$ cat config.mk
export PLATFORM = sky130hd
export DESIGN_NAME = tmr_channel_top
export DESIGN_NICKNAME = d
export VERILOG_FILES = /design/src/design/tmr_ctrl_pkg.sv /design/src/design/tmr_data_pkg.sv /design/src/design/tmr_capture_bank.sv /design/src/design/tmr_channel_top.sv /design/src/design/tmr_event_detect.sv /design/src/design/tmr_mode_ctrl.sv /design/src/design/tmr_snap_irq.sv /design/src/design/tmr_waveform_gen.sv
export SDC_FILE = /design/constraint.sdc
export NUM_CORES = 1
export LEC_CHECK = 0
export BUFFER_PORTS_ARGS = -buffer_cell sky130_fd_sc_hd__buf_2
export CAP_MARGIN = 5
export CORE_ASPECT_RATIO = 1.25
export CORE_MARGIN = 2
export CORE_UTILIZATION = 30
export CTS_CLUSTER_DIAMETER = 40
export CTS_CLUSTER_SIZE = 28
export DETAILED_ROUTE_END_ITERATION = 7
export MAX_ROUTING_LAYER = met4
export PLACE_DENSITY = 0.55
export SLEW_MARGIN = 20
export SYNTH_ARGS = -nofsm -noshare
export SYNTH_HDL_FRONTEND = slang
export SYNTH_SLANG_ARGS = --single-unit
$ cat constraint.sdc
create_clock -name i_clk -period 2.4 [get_ports i_clk]
set_input_delay 0.12 -clock i_clk [delete_from_list [all_inputs] [get_ports i_clk]]
set_output_delay 0.12 -clock i_clk [all_outputs]
set_load 0.005 [all_outputs]
$ cat src/design/tmr_ctrl_pkg.sv
package tmr_ctrl_pkg;

    localparam int INNER_NUM = 4; // inner inputs from the neighbour channels.

    typedef enum logic {
        MODE_CAPTURE  = 1'b0,
        MODE_WAVEFORM = 1'b1
    } tmr_mode_e;

    // code 2'b10 selects no edge at all.
    typedef enum logic [1:0] {
        EDGE_RISE = 2'b00,
        EDGE_FALL = 2'b01,
        EDGE_BOTH = 2'b11
    } tmr_edge_e;

    typedef enum logic [2:0] {
        SRC_EXT_A  = 3'd0,
        SRC_EXT_B  = 3'd1,
        SRC_INNER0 = 3'd2,
        SRC_INNER1 = 3'd3,
        SRC_INNER2 = 3'd4,
        SRC_INNER3 = 3'd5
    } tmr_src_e;

    typedef enum logic [1:0] {
        ST_IDLE     = 2'd0,
        ST_COUNTING = 2'd1,
        ST_HALTED   = 2'd2
    } tmr_state_e;

    typedef struct packed {
        tmr_src_e  src;
        tmr_edge_e edge_type;
    } tmr_sel_t;

    typedef struct packed {
        logic start;
        logic stop;
        logic din0;
        logic din1;
    } tmr_events_t;

    // keep_a sits in bit 0, init_b in bit 5.
    typedef struct packed {
        logic init_b; // dout_b value loaded on restart.
        logic init_a;
        logic stop_b; // t2 hit halts instead of restarting.
        logic keep_b; // t2 hit holds dout instead of reloading init.
        logic stop_a;
        logic keep_a;
    } tmr_tgt_ctrl_t;

endpackage

$ cat src/design/tmr_data_pkg.sv
package tmr_data_pkg;

    localparam int CNT_W   = 32;
    localparam int CAP_NUM = 3; // capture registers per bank.

    typedef logic [CNT_W-1:0] cnt_t;

    // compare targets of one output.
    typedef struct packed {
        cnt_t t2; // end of period.
        cnt_t t1; // dout goes high.
        cnt_t t0; // dout goes low.
    } tmr_targets_t;

    // one capture bank with its status bits.
    typedef struct packed {
        logic [CAP_NUM-1:0] status;
        cnt_t [CAP_NUM-1:0] val;
    } tmr_cap_t;

endpackage

$ cat src/design/tmr_capture_bank.sv
`timescale 1ns/1ps

module tmr_capture_bank import tmr_data_pkg::*; (
    input  logic               i_clk,
    input  logic               i_rst_n,
    input  logic               i_enable,
    input  logic               i_cap_run,
    input  logic               i_din_evt,
    input  logic               i_clear,
    input  cnt_t               i_cnt,
    input  logic [CAP_NUM-1:0] i_ovf_over,  // 1 overwrite, 0 discard.
    input  logic [CAP_NUM-1:0] i_read_flag, // clears the matching status bit.
    input  logic               i_snap,
    output tmr_cap_t           o_cap,
    output logic               o_full
);

    tmr_cap_t           cap_q;
    logic [1:0]         idx_q; // rotation pointer 0, 1, 2.
    logic               snap_d_q;
    logic               snap_rise;
    logic               take;
    logic               slot_free;
    logic [CAP_NUM-1:0] slot_mask;

    assign take      = i_cap_run && i_din_evt;
    assign slot_free = !cap_q.status[idx_q] || i_ovf_over[idx_q];
    assign snap_rise = i_snap && !snap_d_q;
    assign o_full    = &cap_q.status;

    always_comb begin
        slot_mask        = '0;
        slot_mask[idx_q] = 1'b1;
    end

    always_ff @(posedge i_clk or negedge i_rst_n) begin
        if (!i_rst_n) begin
            snap_d_q <= 1'b0;
        end else begin
            snap_d_q <= i_snap;
        end
    end

    always_ff @(posedge i_clk or negedge i_rst_n) begin
        if (!i_rst_n) begin
            cap_q <= '0;
            idx_q <= '0;
            o_cap <= '0;
        end else if (!i_enable || i_clear) begin
            cap_q <= '0;
            idx_q <= '0;
            o_cap <= '0;
        end else begin
            // status is set on every edge, even when the value is discarded.
            cap_q.status <= (cap_q.status & ~i_read_flag) | (take ? slot_mask : '0);
            if (take) begin
                if (slot_free) begin
                    cap_q.val[idx_q] <= i_cnt;
                end
                idx_q <= (idx_q == 2'(CAP_NUM - 1)) ? 2'd0 : idx_q + 2'd1;
            end
            if (snap_rise) begin
                o_cap <= cap_q; // copy of the bank as it was before this edge.
            end
        end
    end

endmodule

$ cat src/design/tmr_channel_top.sv
`timescale 1ns/1ps

module tmr_channel_top import tmr_ctrl_pkg::*, tmr_data_pkg::*; (
    input  logic                 i_clk,
    input  logic                 i_rst_n,
    input  logic                 i_enable,
    input  tmr_mode_e            i_mode,
    input  logic                 i_ext_a,
    input  logic                 i_ext_b,
    input  logic [INNER_NUM-1:0] i_inner,
    input  tmr_sel_t             i_sel_start,
    input  tmr_sel_t             i_sel_stop,
    input  tmr_sel_t             i_sel_din0,
    input  tmr_sel_t             i_sel_din1,
    input  logic                 i_sw_start,
    input  logic                 i_sw_stop,
    input  logic                 i_sw_clear,
    input  tmr_tgt_ctrl_t        i_tgt_ctrl,
    input  tmr_targets_t         i_tgt_a,
    input  tmr_targets_t         i_tgt_b,
    input  logic [5:0]           i_ovf_over,  // [2:0] bank a, [5:3] bank b.
    input  logic [5:0]           i_read_flag,
    input  logic [1:0]           i_snap,
    output tmr_cap_t             o_cap_a,
    output tmr_cap_t             o_cap_b,
    output cnt_t                 o_shadow,
    output logic [2:0]           o_int,
    output logic                 o_dout_a,
    output logic                 o_dout_b,
    output logic                 o_oen_a,
    output logic                 o_oen_b
);

    tmr_events_t events;
    logic        sw_clear;
    cnt_t        cnt;
    logic        wave_run;
    logic        cap_run;
    logic        restart;
    logic        hit_t2_a;
    logic        hit_t2_b;
    logic        full_a;
    logic        full_b;

    tmr_event_detect u_event_detect (
        .i_clk      (i_clk),
        .i_rst_n    (i_rst_n),
        .i_ext_a    (i_ext_a),
        .i_ext_b    (i_ext_b),
        .i_inner    (i_inner),
        .i_sel_start(i_sel_start),
        .i_sel_stop (i_sel_stop),
        .i_sel_din0 (i_sel_din0),
        .i_sel_din1 (i_sel_din1),
        .i_sw_start (i_sw_start),
        .i_sw_stop  (i_sw_stop),
        .i_sw_clear (i_sw_clear),
        .o_events   (events),
        .o_sw_clear (sw_clear)
    );

    tmr_mode_ctrl u_mode_ctrl (
        .i_clk     (i_clk),
        .i_rst_n   (i_rst_n),
        .i_enable  (i_enable),
        .i_mode    (i_mode),
        .i_tgt_ctrl(i_tgt_ctrl),
        .i_events  (events),
        .i_sw_clear(sw_clear),
        .i_hit_t2_a(hit_t2_a),
        .i_hit_t2_b(hit_t2_b),
        .o_cnt     (cnt),
        .o_wave_run(wave_run),
        .o_cap_run (cap_run),
        .o_oen_a   (o_oen_a),
        .o_oen_b   (o_oen_b),
        .o_restart (restart)
    );

    tmr_waveform_gen u_waveform_gen (
        .i_clk     (i_clk),
        .i_rst_n   (i_rst_n),
        .i_enable  (i_enable),
        .i_wave_run(wave_run),
        .i_restart (restart),
        .i_cnt     (cnt),
        .i_tgt_a   (i_tgt_a),
        .i_tgt_b   (i_tgt_b),
        .i_tgt_ctrl(i_tgt_ctrl),
        .o_dout_a  (o_dout_a),
        .o_dout_b  (o_dout_b),
        .o_hit_t2_a(hit_t2_a),
        .o_hit_t2_b(hit_t2_b)
    );

    // din0 feeds bank a.
    tmr_capture_bank u_cap_bank_a (
        .i_clk      (i_clk),
        .i_rst_n    (i_rst_n),
        .i_enable   (i_enable),
        .i_cap_run  (cap_run),
        .i_din_evt  (events.din0),
        .i_clear    (sw_clear),
        .i_cnt      (cnt),
        .i_ovf_over (i_ovf_over[2:0]),
        .i_read_flag(i_read_flag[2:0]),
        .i_snap     (i_snap[1]),
        .o_cap      (o_cap_a),
        .o_full     (full_a)
    );

    // din1 feeds bank b.
    tmr_capture_bank u_cap_bank_b (
        .i_clk      (i_clk),
        .i_rst_n    (i_rst_n),
        .i_enable   (i_enable),
        .i_cap_run  (cap_run),
        .i_din_evt  (events.din1),
        .i_clear    (sw_clear),
        .i_cnt      (cnt),
        .i_ovf_over (i_ovf_over[5:3]),
        .i_read_flag(i_read_flag[5:3]),
        .i_snap     (i_snap[1]),
        .o_cap      (o_cap_b),
        .o_full     (full_b)
    );

    tmr_snap_irq u_snap_irq (
        .i_clk   (i_clk),
        .i_rst_n (i_rst_n),
        .i_cnt   (cnt),
        .i_snap  (i_snap),
        .i_full_a(full_a),
        .i_full_b(full_b),
        .o_shadow(o_shadow),
        .o_int   (o_int)
    );

endmodule

$ cat src/design/tmr_event_detect.sv
`timescale 1ns/1ps

module tmr_event_detect import tmr_ctrl_pkg::*; (
    input  logic                 i_clk,
    input  logic                 i_rst_n,
    input  logic                 i_ext_a,
    input  logic                 i_ext_b,
    input  logic [INNER_NUM-1:0] i_inner,
    input  tmr_sel_t             i_sel_start,
    input  tmr_sel_t             i_sel_stop,
    input  tmr_sel_t             i_sel_din0,
    input  tmr_sel_t             i_sel_din1,
    input  logic                 i_sw_start,
    input  logic                 i_sw_stop,
    input  logic                 i_sw_clear,
    output tmr_events_t          o_events,
    output logic                 o_sw_clear
);

    tmr_sel_t   sel [4];    // 0 start, 1 stop, 2 din0, 3 din1.
    logic [3:0] src_now;
    logic [1:0] hist_q [4]; // [0] newest sample.
    logic [3:0] hit;
    logic [3:0] evt_q;
    logic [2:0] sw_d1_q;    // {clear, stop, start}.
    logic [2:0] sw_d2_q;

    function automatic logic pick_src(input tmr_src_e src, input logic ext_a,
                                      input logic ext_b, input logic [INNER_NUM-1:0] inner);
        case (src)
            SRC_EXT_A:  return ext_a;
            SRC_EXT_B:  return ext_b;
            SRC_INNER0: return inner[0];
            SRC_INNER1: return inner[1];
            SRC_INNER2: return inner[2];
            SRC_INNER3: return inner[3];
            default:    return 1'b0;
        endcase
    endfunction

    function automatic logic edge_hit(input tmr_edge_e kind, input logic cur, input logic prev);
        case (kind)
            EDGE_RISE: return cur & ~prev;
            EDGE_FALL: return ~cur & prev;
            EDGE_BOTH: return cur ^ prev;
            default:   return 1'b0;
        endcase
    endfunction

    assign sel[0] = i_sel_start;
    assign sel[1] = i_sel_stop;
    assign sel[2] = i_sel_din0;
    assign sel[3] = i_sel_din1;

    // each selector looks at its own edge field.
    always_comb begin
        for (int i = 0; i < 4; i++) begin
            src_now[i] = pick_src(sel[i].src, i_ext_a, i_ext_b, i_inner);
            hit[i]     = edge_hit(sel[i].edge_type, hist_q[i][0], hist_q[i][1]);
        end
    end

    always_ff @(posedge i_clk or negedge i_rst_n) begin
        if (!i_rst_n) begin
            for (int i = 0; i < 4; i++) begin
                hist_q[i] <= 2'b00;
            end
            evt_q   <= '0;
            sw_d1_q <= '0;
            sw_d2_q <= '0;
        end else begin
            for (int i = 0; i < 4; i++) begin
                hist_q[i] <= {hist_q[i][0], src_now[i]};
            end
            evt_q   <= hit;
            sw_d1_q <= {i_sw_clear, i_sw_stop, i_sw_start};
            sw_d2_q <= sw_d1_q; // same latency as the pin path.
        end
    end

    always_comb begin
        o_events.start = evt_q[0] | sw_d2_q[0];
        o_events.stop  = evt_q[1] | sw_d2_q[1];
        o_events.din0  = evt_q[2];
        o_events.din1  = evt_q[3];
    end

    assign o_sw_clear = sw_d2_q[2];

endmodule

$ cat src/design/tmr_mode_ctrl.sv
`timescale 1ns/1ps

module tmr_mode_ctrl import tmr_ctrl_pkg::*, tmr_data_pkg::*; (
    input  logic          i_clk,
    input  logic          i_rst_n,
    input  logic          i_enable,
    input  tmr_mode_e     i_mode,
    input  tmr_tgt_ctrl_t i_tgt_ctrl,
    input  tmr_events_t   i_events,
    input  logic          i_sw_clear,
    input  logic          i_hit_t2_a,
    input  logic          i_hit_t2_b,
    output cnt_t          o_cnt,
    output logic          o_wave_run,
    output logic          o_cap_run,
    output logic          o_oen_a,
    output logic          o_oen_b,
    output logic          o_restart
);

    tmr_state_e state_q;
    tmr_mode_e  mode_q;  // mode taken at the last start.
    cnt_t       cnt_q;
    logic       oen_q;
    logic       t2_stop;
    logic       t2_restart;
    logic       running;

    assign running    = (state_q == ST_COUNTING);
    assign o_wave_run = running && (mode_q == MODE_WAVEFORM);
    assign o_cap_run  = running && (mode_q == MODE_CAPTURE);

    // t2 handling only applies while a waveform is running.
    assign t2_stop = o_wave_run &&
                     ((i_hit_t2_a && i_tgt_ctrl.stop_a) || (i_hit_t2_b && i_tgt_ctrl.stop_b));
    assign t2_restart = o_wave_run &&
                        ((i_hit_t2_a && !i_tgt_ctrl.stop_a) || (i_hit_t2_b && !i_tgt_ctrl.stop_b));

    // outputs reload their init values on every waveform start.
    assign o_restart = i_enable && i_events.start && (i_mode == MODE_WAVEFORM);

    always_ff @(posedge i_clk or negedge i_rst_n) begin
        if (!i_rst_n) begin
            state_q <= ST_IDLE;
            mode_q  <= MODE_CAPTURE;
        end else if (!i_enable) begin
            state_q <= ST_IDLE;
            mode_q  <= MODE_CAPTURE;
        end else begin
            case (state_q)
                ST_IDLE, ST_HALTED: begin
                    if (i_events.start) begin
                        state_q <= ST_COUNTING;
                        mode_q  <= i_mode;
                    end
                end
                ST_COUNTING: begin
                    if (i_events.stop || t2_stop) begin // stop wins over start.
                        state_q <= ST_HALTED;
                    end
                end
                default: state_q <= ST_IDLE;
            endcase
        end
    end

    always_ff @(posedge i_clk or negedge i_rst_n) begin
        if (!i_rst_n) begin
            cnt_q <= '0;
        end else if (!i_enable || i_sw_clear) begin
            cnt_q <= '0;
        end else if (t2_restart) begin
            cnt_q <= '0;
        end else if (running) begin
            cnt_q <= cnt_q + CNT_W'(1); // wraps from all ones.
        end
    end

    // both enables move together, high means the pins are inputs.
    always_ff @(posedge i_clk or negedge i_rst_n) begin
        if (!i_rst_n) begin
            oen_q <= 1'b1;
        end else if (!i_enable) begin
            oen_q <= 1'b1;
        end else if (i_events.stop || t2_stop) begin
            oen_q <= 1'b1;
        end else if (i_events.start) begin
            oen_q <= (i_mode != MODE_WAVEFORM);
        end
    end

    assign o_cnt   = cnt_q;
    assign o_oen_a = oen_q;
    assign o_oen_b = oen_q;

endmodule

$ cat src/design/tmr_snap_irq.sv
`timescale 1ns/1ps

module tmr_snap_irq import tmr_data_pkg::*; (
    input  logic       i_clk,
    input  logic       i_rst_n,
    input  cnt_t       i_cnt,
    input  logic [1:0] i_snap, // bit 1 is taken by the capture banks.
    input  logic       i_full_a,
    input  logic       i_full_b,
    output cnt_t       o_shadow,
    output logic [2:0] o_int
);

    logic snap_d_q;
    logic full_a_d_q;
    logic full_b_d_q;
    logic all_ones_d_q;

    always_ff @(posedge i_clk or negedge i_rst_n) begin
        if (!i_rst_n) begin
            snap_d_q     <= 1'b0;
            full_a_d_q   <= 1'b0;
            full_b_d_q   <= 1'b0;
            all_ones_d_q <= 1'b0;
            o_shadow     <= '0;
            o_int        <= '0;
        end else begin
            snap_d_q     <= i_snap[0];
            full_a_d_q   <= i_full_a;
            full_b_d_q   <= i_full_b;
            all_ones_d_q <= &i_cnt;
            if (i_snap[0] && !snap_d_q) begin
                o_shadow <= i_cnt;
            end
            o_int[0] <= i_full_a && !full_a_d_q; // bank a just filled.
            o_int[1] <= i_full_b && !full_b_d_q;
            o_int[2] <= all_ones_d_q && (i_cnt == '0); // counter wrap.
        end
    end

endmodule

$ cat src/design/tmr_waveform_gen.sv
`timescale 1ns/1ps

module tmr_waveform_gen import tmr_ctrl_pkg::*, tmr_data_pkg::*; (
    input  logic          i_clk,
    input  logic          i_rst_n,
    input  logic          i_enable,
    input  logic          i_wave_run,
    input  logic          i_restart,
    input  cnt_t          i_cnt,
    input  tmr_targets_t  i_tgt_a,
    input  tmr_targets_t  i_tgt_b,
    input  tmr_tgt_ctrl_t i_tgt_ctrl,
    output logic          o_dout_a,
    output logic          o_dout_b,
    output logic          o_hit_t2_a,
    output logic          o_hit_t2_b
);

    // t0 clears, t1 sets, t2 holds or reloads init.
    function automatic logic next_dout(input logic cur, input cnt_t cnt,
                                       input tmr_targets_t tgt, input logic keep,
                                       input logic init);
        logic nxt;
        nxt = cur;
        if (cnt == tgt.t0) begin
            nxt = 1'b0;
        end else if (cnt == tgt.t1) begin
            nxt = 1'b1;
        end else if (cnt == tgt.t2) begin
            nxt = keep ? cur : init;
        end
        return nxt;
    endfunction

    assign o_hit_t2_a = i_wave_run && (i_cnt == i_tgt_a.t2);
    assign o_hit_t2_b = i_wave_run && (i_cnt == i_tgt_b.t2);

    always_ff @(posedge i_clk or negedge i_rst_n) begin
        if (!i_rst_n) begin
            o_dout_a <= 1'b0;
            o_dout_b <= 1'b0;
        end else if (!i_enable) begin
            o_dout_a <= 1'b0;
            o_dout_b <= 1'b0;
        end else if (i_restart) begin
            o_dout_a <= i_tgt_ctrl.init_a;
            o_dout_b <= i_tgt_ctrl.init_b;
        end else if (i_wave_run) begin
            o_dout_a <= next_dout(o_dout_a, i_cnt, i_tgt_a, i_tgt_ctrl.keep_a, i_tgt_ctrl.init_a);
            o_dout_b <= next_dout(o_dout_b, i_cnt, i_tgt_b, i_tgt_ctrl.keep_b, i_tgt_ctrl.init_b);
        end
    end

endmodule

# Word-level counts from Yosys, hierarchy flattened
# Index checks and enable logic that the tools add are counted.
# word_totals
inputBits,245
reg_bits,496
word_cells,256
out_inout_bits,237
# classes
reduce_logical,62
addsub,3
eq_ne,48
order_cmp,4
muxes,71
bitwise,30
# ops
operator,n
2-to-1 mux 99 bit,6
2-to-1 mux 96 bit,4
bitwise mux 96 bit,2
== test 32 bit,6
2-to-1 mux 32 bit,5
demux 32 bit (select 2 bit),2
adder 32 x 1 -> 32 bit (second input constant),1
logical NOT 32 bit,1
AND reduction 32 bit,1
2-to-1 mux 1 bit,26
== test 3 x 2 -> 1 bit (second input constant),8
== test 3 bit (second input constant),8
one-hot mux 1 bit (6 select lines),4
logical AND 1 bit,21
2-to-1 mux 2 bit,9
== test 2 bit (second input constant),7
== test 3 x 1 -> 1 bit (second input constant),4
logical NOT 3 bit,4
one-hot mux 1 bit (3 select lines),4
AND reduction 3 bit,4
== test 2 x 1 -> 1 bit (second input constant),5
logical NOT 2 bit,5
!= test 5 x 1 -> 1 bit (second input constant),2
!= test 5 x 2 -> 1 bit (second input constant),2
24 further kinds,77

# Logic depth before layout (Yosys ltp)
# Gate-level depths: netlist of run 1.
# logic_depth
depth_word,10
ltp_mapped,9
mapped_depth_nobuf,8

# Modules after synthesis
# A second synthesis of run 1 with hierarchy kept.
# unflattened
cells_unflattened,2067
area_unflattened_um2,22276.4
# by_module_without_submodules
module,n_inst,seq_area_each_um2,cells_per_inst,area_per_inst_um2
tmr_capture_bank,2,5029.8,686,7679.9
tmr_waveform_gen,1,50.0,309,2481.1
tmr_mode_ctrl,1,902.1,219,2020.7
tmr_snap_irq,1,975.9,101,1536.5
tmr_event_detect,1,450.4,66,878.3

# Worst setup path after synthesis of run 1
# Ideal clock, no wire load.
# synth_timing
path_type,reg-to-reg
startpoint,"register u_mode_ctrl.cnt_q[0], in the netlist u_mode_ctrl.o_cnt[0]"
endpoint,"register u_mode_ctrl.cnt_q[28], in the netlist u_mode_ctrl.o_cnt[28]"
t_required_ns,2.282
path_slack_ns,0.350
setup_ns,0.118
path_stages_with_launch,10
arrival_ns,1.932
path_cell_list,dfrtp_1 > buf_2 > xnor2_1 > nand4_1 > nor4_2 > nand4b_1 > and2_1 > buf_6 > a31o_1 > a21o_1
# synth_between
elab_chain_cells,7
# synth_lines
item,line_no,source
start: declaration,tmr_mode_ctrl.sv:23,cnt_t cnt_q;
start signal: assignment,tmr_mode_ctrl.sv:75,cnt_q <= cnt_q + CNT_W'(1);
branches (longest 7 deep; another with adder 32 x 1 -> 32 bit),n/a,
# Parallel ways; which one is timed is not known. The select of a mux whose other input is x is not followed.
# A chain may end at the register's enable or synchronous reset.

# Worst setup path in the final report of run 1
# layout_timing
startpoint,"register u_mode_ctrl.cnt_q[20], in the netlist u_mode_ctrl.o_cnt[20]"
endpoint,"register u_mode_ctrl.cnt_q[4], in the netlist u_mode_ctrl.o_cnt[4]"
# layout_between
elab_chain_cells,7
# layout_lines
item,line_no,source
== test 32 bit (on tied branches),"tmr_waveform_gen.sv:35, tmr_waveform_gen.sv:36",
logical AND 1 bit (on tied branches),"tmr_waveform_gen.sv:35, tmr_waveform_gen.sv:36",
logical AND 1 bit,tmr_mode_ctrl.sv:37,((i_hit_t2_a && !i_tgt_ctrl.stop_a) || (i_hit_t2_b && !i_tgt_ctrl.stop_b));
logical OR 1 bit (*),tmr_mode_ctrl.sv:37,
logical AND 1 bit (*),tmr_mode_ctrl.sv:36,assign t2_restart = o_wave_run &&
2-to-1 mux 32 bit,tmr_mode_ctrl.sv:72,end else if (t2_restart) begin
2-to-1 mux 32 bit,tmr_mode_ctrl.sv:70,end else if (!i_enable || i_sw_clear) begin
# Every way passes the cells marked *; elsewhere a longest branch is shown, timed or not.

==> summary.md, run 1 <==
| Metric | Value |
|---|---|
| Share of layout cells above drive strength 1 | 0.3437 |
| FMAX | around 420 MHz |
| Startpoint Class | flop |
| Sinks on the clock net | 496 |
| Area share of the largest cell type after synthesis | 0.5734 |
| Synthesis-stage register bit count | 496 |
| First drt pass iteration count | 5 |
| Power Density | approximately 730 nW/um^2 |
| WL/cell | roughly 25 um |
| Mean Syn Cell Area | between 10 and 15 um^2 |
| Setup WS pre-CTS | -319.5 ps |
| Vias in the first global route | roughly 19000 |
| Dpl hpwl | between 60 and 70 mm |
| Synth async-reset ratio | 1.000 |
| Largest net degree at the start of global routing | between 100 and 150 |
| Top Ports | between 400 and 500 |
| Dominant synthesized flop cell | dfrtp_1 |
| Post-synth EDFFs | 0 |
| Maxcap violations | 0 |
| Cts bufs inserted | between 70 and 80 |
| Register area share after synthesis | 0.5746 |
| Clk pin slew, worst setup/hold paths | roughly 70 ps |
| Cell count after synthesis | a little under 2000 |
| Die height | around 300 um |
| Critical path class | reg2reg |
| Max-slew headroom | 0.4899 |
| Area Overhead vs Synth | 36.77% |
| Setup violators final | 0 |
| Mapped Nets | 2200 |
| Final wirelength | between 80 and 90 mm |
| CTS root buf | clkbuf_16 |
| CP endpoint kind | flop |
| Cell row count | 110 |
| Fin area | roughly 30000 um^2 |
| Hold Crit Class | in2async |
| Top post-synthesis cells by area | dfrtp_1, a22o_1, nand2_1 |
| Clock Skew | approximately 43 ps |
| Placed Area | ~26000 um^2 |
| Status | complete, no violations |
| CTS max path bufs | 3 |
| Clock Latency Late Sink | around 640 ps |
| Internal reg-to-reg setup slack | approximately 24 ps |
| Initial antenna violation count | 5 |
| Core Util, Final | 0.4121 |
| Die Area | roughly 74000 um^2 |
| DRC errors left | 0 |
| Worst Path Max Fanout | 14 |
| First-pass GRT wire length | ~130 mm |
| Syn Std Cell Area | between 20000 and 25000 um^2 |
| Initial DRC Count | around 1200 |
| Post-Layout Cell Count | 3556 |
| Period utilisation layout | 0.9901 |
| CTS tree | built |
| Initial core utilization | 0.3013 |
| Min Tclk post-route | ~2400 ps |
| Yosys warning total | 0 |
| Depth of the CTS H-tree | 3 |
| Final GP Congestion | 0.9021 |
| Remaining antenna violation count | 0 |
| Fin. max-slew vios | 0 |
| Die X | around 240 um |
| Leakage power | approximately 15 nW |
| Fillers | approximately 6900 |
| Worst EP required | 2880 ps |
| Cell taking the most area after synthesis | dfrtp_1 |
| Peak supply drop | 485.0 uV |
| Gr ovfl total | 0 |
| RSZ-0062 raised after global routing | yes |
| Port bufs | between 400 and 500 |
| Final TNS setup | 0 ps |
| Via/cell ratio | approximately 5.1 |
| Fin nets | roughly 2800 |
| Core area | a little over 70000 um^2 |
| Vias | around 18000 |
| Worst path arrival time | between 2000 and 3000 ps |
| Synth cell types | 56 |
| Actual slew at the worst max-slew pin | 765.2 ps |
| Final worst slack | approximately 24 ps |
| Final Hold Viols | 0 |
| Placed insts | around 3300 |
| GRT Total Usage | 0.2412 |
-- kinds of logic after synthesis --
group,count (synthesis),share of synthesized area
adder cells (fa/ha/maj),10,0.005792
buffers and inverters,201,0.04129
AND/OR/NAND/NOR,550,0.1193
multiplexers,42,0.02346
AO/OA/AOI/OAI,453,0.1573
flip-flops,496,0.5746
XOR/XNOR,193,0.07825
-- repair_timing --
action,in CTS,in global routing
buffers inserted,4,20
setup endpoints to repair,36,56
pin swaps,2,13
cloned,0,1
hold buffers,36,0
resized for setup,17,26
hold endpoints to repair,405,0
-- cell type report --
| cell class | instances | area [um^2] | share of cell area |
|---|---|---|---|
| inverter | 24 | 90.09 | 0.003049 |
| clock buffer | 85 | 2019 | 0.06835 |
| multi-input combinational | 1249 | 8536 | 0.2889 |
| tap | 952 | 1191 | 0.04031 |
| sequential | 496 | 12450 | 0.4213 |
| antenna | 3 | 7.507 | 0.0002541 |
| timing repair buffer | 686 | 4437 | 0.1502 |
| clock inverter | 61 | 818.3 | 0.02769 |
-- cells in the mapped netlist (5+ instances only) --
library cell,number
dfrtp_1,495
nand2_1,317
a22o_1,261
xnor2_1,129
clkbuf_1,101
a21oi_1,79
xor2_1,64
nand4_1,58
nand3_1,50
o21ai_0,48
buf_2,44
nor4_1,32
nor2_1,31
mux2_2,29
inv_1,24
buf_1,14
buf_4,14
a21o_1,13
nand2b_1,12
ha_1,10
o21ai_1,10
and3_1,9
mux2i_1,9
o311ai_1,8
o22ai_1,7
nor2b_1,6
o311ai_0,6
a31oi_1,5
-- placed cells by master, fill, tap and decap left out, drive strengths merged, types with 5 or more instances in the layout --
cell / synthesis / routed
nand4: 58 / 58
a22o: 261 / 261
clkinvlp: 0 / 5
a21oi: 80 / 80
nand2b: 12 / 12
inv: 24 / 50
o21ai: 58 / 59
nor2: 31 / 31
mux2i: 9 / 9
o22ai: 7 / 7
xnor2: 129 / 129
bufinv: 0 / 7
clkbuf: 101 / 85
o311ai: 14 / 14
nor4: 37 / 37
nor2b: 6 / 6
dfrtp: 495 / 495
ha: 10 / 10
nand3: 51 / 51
nor3: 5 / 5
a21o: 13 / 13
xor2: 64 / 64
dlygate4sd3: 0 / 36
a31oi: 5 / 5
buf: 76 / 650
mux2: 29 / 29
and3: 9 / 9
clkinv: 0 / 23
nand2: 317 / 317
-- metal layers --
| layer | wire, um | up-vias | GRT usage |
|---|---|---|---|
| met5 | 0 | - | - |
| met3 | 4402 | 159 | 0.04251 |
| met1 | 35980 | 9035 | 0.2873 |
| li1 | - | 8093 | - |
| met4 | 4192 | 0 | 0.1143 |
| met2 | 43850 | 676 | 0.3957 |
-- worst max-delay path: stages (launching register included) --
cell      delay (ps)
dfrtp_4          560
xnor2_4          170
nand4_1          150
nor4_4           400
buf_4            190
nand4b_1         130
and2_4           210
buf_12           150
a31oi_4          180
o22ai_1          100
-- sequential cells by signal, indices dropped and copies added, names as in the netlist, 2 cells and up --
register and flops:
u_cap_bank_a.cap_q 99, u_cap_bank_a.o_cap 99, u_cap_bank_b.cap_q 99, u_cap_bank_b.o_cap 99, u_mode_ctrl.o_cnt 32, u_snap_irq.o_shadow 32, u_event_detect.hist_q 8, u_event_detect.evt_q 4
u_event_detect.sw_d1_q 3, u_event_detect.sw_d2_q 3, u_snap_irq.o_int 3, u_cap_bank_a.idx_q 2, u_cap_bank_b.idx_q 2, u_mode_ctrl.state_q 2
-- through the flow --
stage	power, mW	hold WS [ps]
after floorplan	9.055	-175.6
after global placement	9.792	133.5
after detailed placement	9.803	147.0
after CTS	21.97	46.14
after global routing	22.50	84.04
final	21.71	76.88
-- where the power goes --
| group | leakage, nW | switching [mW] | internal [mW] | total [mW] |
|---|---|---|---|---|
| clock network | 1.37 | 4.79 | 7.20 | 12.0 |
| logic | 6.30 | 0.775 | 0.502 | 1.28 |
| registers | 6.84 | 0.0377 | 8.41 | 8.45 |
-- path summary, 6_finish.rpt --
path,from,to,depth (start not counted)
hold / removal,i_rst_n,u_cap_bank_b.o_cap[92],2
min in group i_clk,i_tgt_ctrl[3],u_mode_ctrl.state_q[1],5
setup / recovery,u_mode_ctrl.o_cnt[20],u_mode_ctrl.o_cnt[4],9
max in group asynchronous,i_rst_n,u_mode_ctrl.o_cnt[2],3
setup reg to reg,u_mode_ctrl.o_cnt[20],u_mode_ctrl.o_cnt[4],9
hold reg to reg,u_event_detect.sw_d1_q[2],u_event_detect.sw_d2_q[2],0
(Power assumes the default switching activity.)
==> run 2: changes to the inputs <==
--- a/config.mk
+++ b/config.mk
@@ -9,12 +9,12 @@
 export CAP_MARGIN = 5
 export CORE_ASPECT_RATIO = 1.25
 export CORE_MARGIN = 2
-export CORE_UTILIZATION = 30
+export CORE_UTILIZATION = 55
 export CTS_CLUSTER_DIAMETER = 40
 export CTS_CLUSTER_SIZE = 28
 export DETAILED_ROUTE_END_ITERATION = 7
 export MAX_ROUTING_LAYER = met4
-export PLACE_DENSITY = 0.55
+export PLACE_DENSITY = 0.87
 export SLEW_MARGIN = 20
 export SYNTH_ARGS = -nofsm -noshare
 export SYNTH_HDL_FRONTEND = slang
==> run 2 against run 1 <==
  * The run now ends with negative setup slack left
  * Via count is 6.3% higher
  * Fmax is 4.1% lower
  * Clock power is 37% lower
  * Global-route usage is 16 points higher
  * Utilization is 30 points higher
  * Cell count is 14% lower
  * Non-clock buffer count is 23 higher
  * Critical path type unchanged
  * Highest routed layer unchanged
==> summary.md, run 2 (same netlist as run 1, synthesis figures left out) <==
| Metric | Value |
|---|---|
| Status | finished with violations |
| Failing checks | negative setup slack |
| Setup violators final | 12 |
| DRC errors left | 0 |
| DR WL met3 | 7.235 mm |
| Min Tclk post-route | 2478 ps |
| Initial DRC Count | 2143 |
| CP Buf/Inv Count | 5 |
| Gr ovfl total | 0 |
| Share of layout cells above drive strength 1 | 0.3315 |
| Vias in the first global route | 19220 |
| Area Overhead vs Synth | 28.88% |
| CTS max path bufs | 3 |
| Max Used Layer | met4 |
| Peak supply drop | roughly 560 uV |
| Via/cell ratio | just over 6 |
| CTS tree | built |
| M1 wire length | between 20 and 30 mm |
| Die height | about 230 um |
| First-pass GRT wire length | ~120 mm |
| Clock Skew | ~19 ps |
| Met2 WL | just under 40 mm |
| Commonest non-fill, non-tap cell in the layout | dfrtp_1 |
| Worst EP required | roughly 2900 ps |
| Placed insts | 2923 |
| Final wirelength | 80.83 mm |
| Maxcap violations | 0 |
| Dpl hpwl | 57.07 mm |
| Design Power | about 17 mW |
| CTS root buf | clkbuf_16 |
| Initial antenna violation count | 7 |
| Final GP Congestion | about 1 |
| CP endpoint kind | flop |
| WL/cell | 26.40 um |
| Max-slew headroom | 0.5733 |
| First drt pass iteration count | 6 |
| Worst path arrival time | 2940 ps |
| Final worst slack | -78.49 ps |
| Cell Chain, Critical Path | buf_12 -> xnor2_4 -> nand4_1 -> nor4_4 -> buf_4 -> nand4b_1 -> buf_4 -> nand3_4 -> buf_6 -> buf_6 -> o21ai_2 -> a21o_1 |
| Remaining antenna violation count | 0 |
| Sinks on the clock net | between 400 and 500 |
| Cts bufs inserted | 44 |
| RSZ-0062 raised after global routing | yes |
| Startpoint Class | flop |
| Depth of the CTS H-tree | 2 |
| Largest net degree at the start of global routing | 88 |
| Critical path class | reg2reg |
| Cell row count | between 80 and 90 |
| Period utilisation layout | 1.033 |
| Power Density | 620.1 nW/um^2 |
| Vias | about 19000 |
| Final Hold Viols | 0 |
| Slowest cell on crit path | dfrtp_1 |
| Leakage power | around 14 nW |
| Top Ports | 482 |
| Port bufs | between 400 and 500 |
| Slowest stage delay, CP | between 400 and 500 ps |
| Setup WS pre-CTS | -311.1 ps |
| Fin. max-slew vios | 0 |
| Initial core utilization | 0.5551 |
| Actual slew at the worst max-slew pin | approximately 640 ps |
| Post-Layout Cell Count | 3062 |
| Hold Crit Class | in2reg |
| Die Area | a little over 40000 um^2 |
| Worst Path Max Fanout | 8 |
| Die X | about 180 um |
| Fillers | roughly 2700 |
| Core Util, Final | 0.7154 |
| Most frequent cells in the layout | dfrtp_1, buf_2, nand2_1 |
| Top delay family on crit path | buffers and inverters |
| Clk pin slew, worst setup/hold paths | 80 ps |
| GRT Total Usage | 0.4027 |
| Fin nets | 2778 |
| FMAX | between 400 and 500 MHz |
| Core area | about 39000 um^2 |
| Clock Latency Late Sink | approximately 580 ps |
run 2: changes by cell type in the layout (fill, tap and decap cells not counted), sizes merged:
cell | before | now
bufinv | 7 | 2
inv | 50 | 37
o21ai | 59 | 58
diode | 3 | 6
dlygate4sd3 | 36 | 33
clkinv | 23 | 14
buf | 650 | 676
clkbuf | 85 | 47
run 2: worst paths after layout:
check,end,cells past startpoint,startpoint,slack (ps)
min reg2reg,u_event_detect.sw_d2_q[1],0,u_event_detect.sw_d1_q[1],350
max,u_mode_ctrl.o_cnt[7],12,u_mode_ctrl.o_cnt[14],-80
max in group asynchronous,u_cap_bank_a.cap_q[73],4,i_rst_n,1260
max reg2reg,u_mode_ctrl.o_cnt[7],12,u_mode_ctrl.o_cnt[14],-80
min,u_waveform_gen.o_dout_b,4,i_tgt_ctrl[5],90
min in group asynchronous,u_cap_bank_b.cap_q[9],2,i_rst_n,100
run 2: layout make-up:
class / instances / area (um^2) / share of cell area
diodes: 6 / 15.01 / 0.0005393
flip-flops and latches: 496 / 12430 / 0.4464
clock inverters: 34 / 467.9 / 0.01681
inverters: 24 / 90.09 / 0.003236
well taps: 498 / 623.1 / 0.02238
multi-input cells: 1248 / 8534 / 0.3065
repair buffers: 709 / 4571 / 0.1642
clock buffers: 47 / 1112 / 0.03995
run 2: timing repair:
action                                 CTS  global route
hold buffers                            33             0
setup endpoints to repair               36           146
buffers inserted                         2            18
endpoints found under the hold margin   94             0
pin swaps                                7            31
gates resized for setup                 18            35
run 2: stage by stage:
stage                     TNS (ps)  hold slack [ps]  cell area [um^2]
after floorplan                  0           -175.6             21600
final                       -403.5            85.81             27840
after global routing         -1072            101.9             27840
after detailed placement     -6649            117.4             25540
after CTS                   -374.9            75.82             27540
after global placement       -6125            115.3             25540
run 2: tightest hold or removal path: stages:
cell	delay (ps)
buf_2	120
a21oi_1	50
o21ba_2	210
mux2_2	130
run 2: per-layer routing:
| layer | vias up | global-route usage |
|---|---|---|
| li1 | 8016 | - |
| met1 | 9438 | 0.4872 |
| met3 | 346 | 0.06322 |
| met2 | 1303 | 0.6377 |
| met5 | - | - |
| met4 | 0 | 0.2549 |
run 2: where the power goes:
group	internal (mW)	switching (mW)	leakage (nW)
logic	0.487	0.762	6.41
clock network	3.86	3.72	0.746
registers	8.40	0.0393	6.87
total	12.7	4.52	14.0
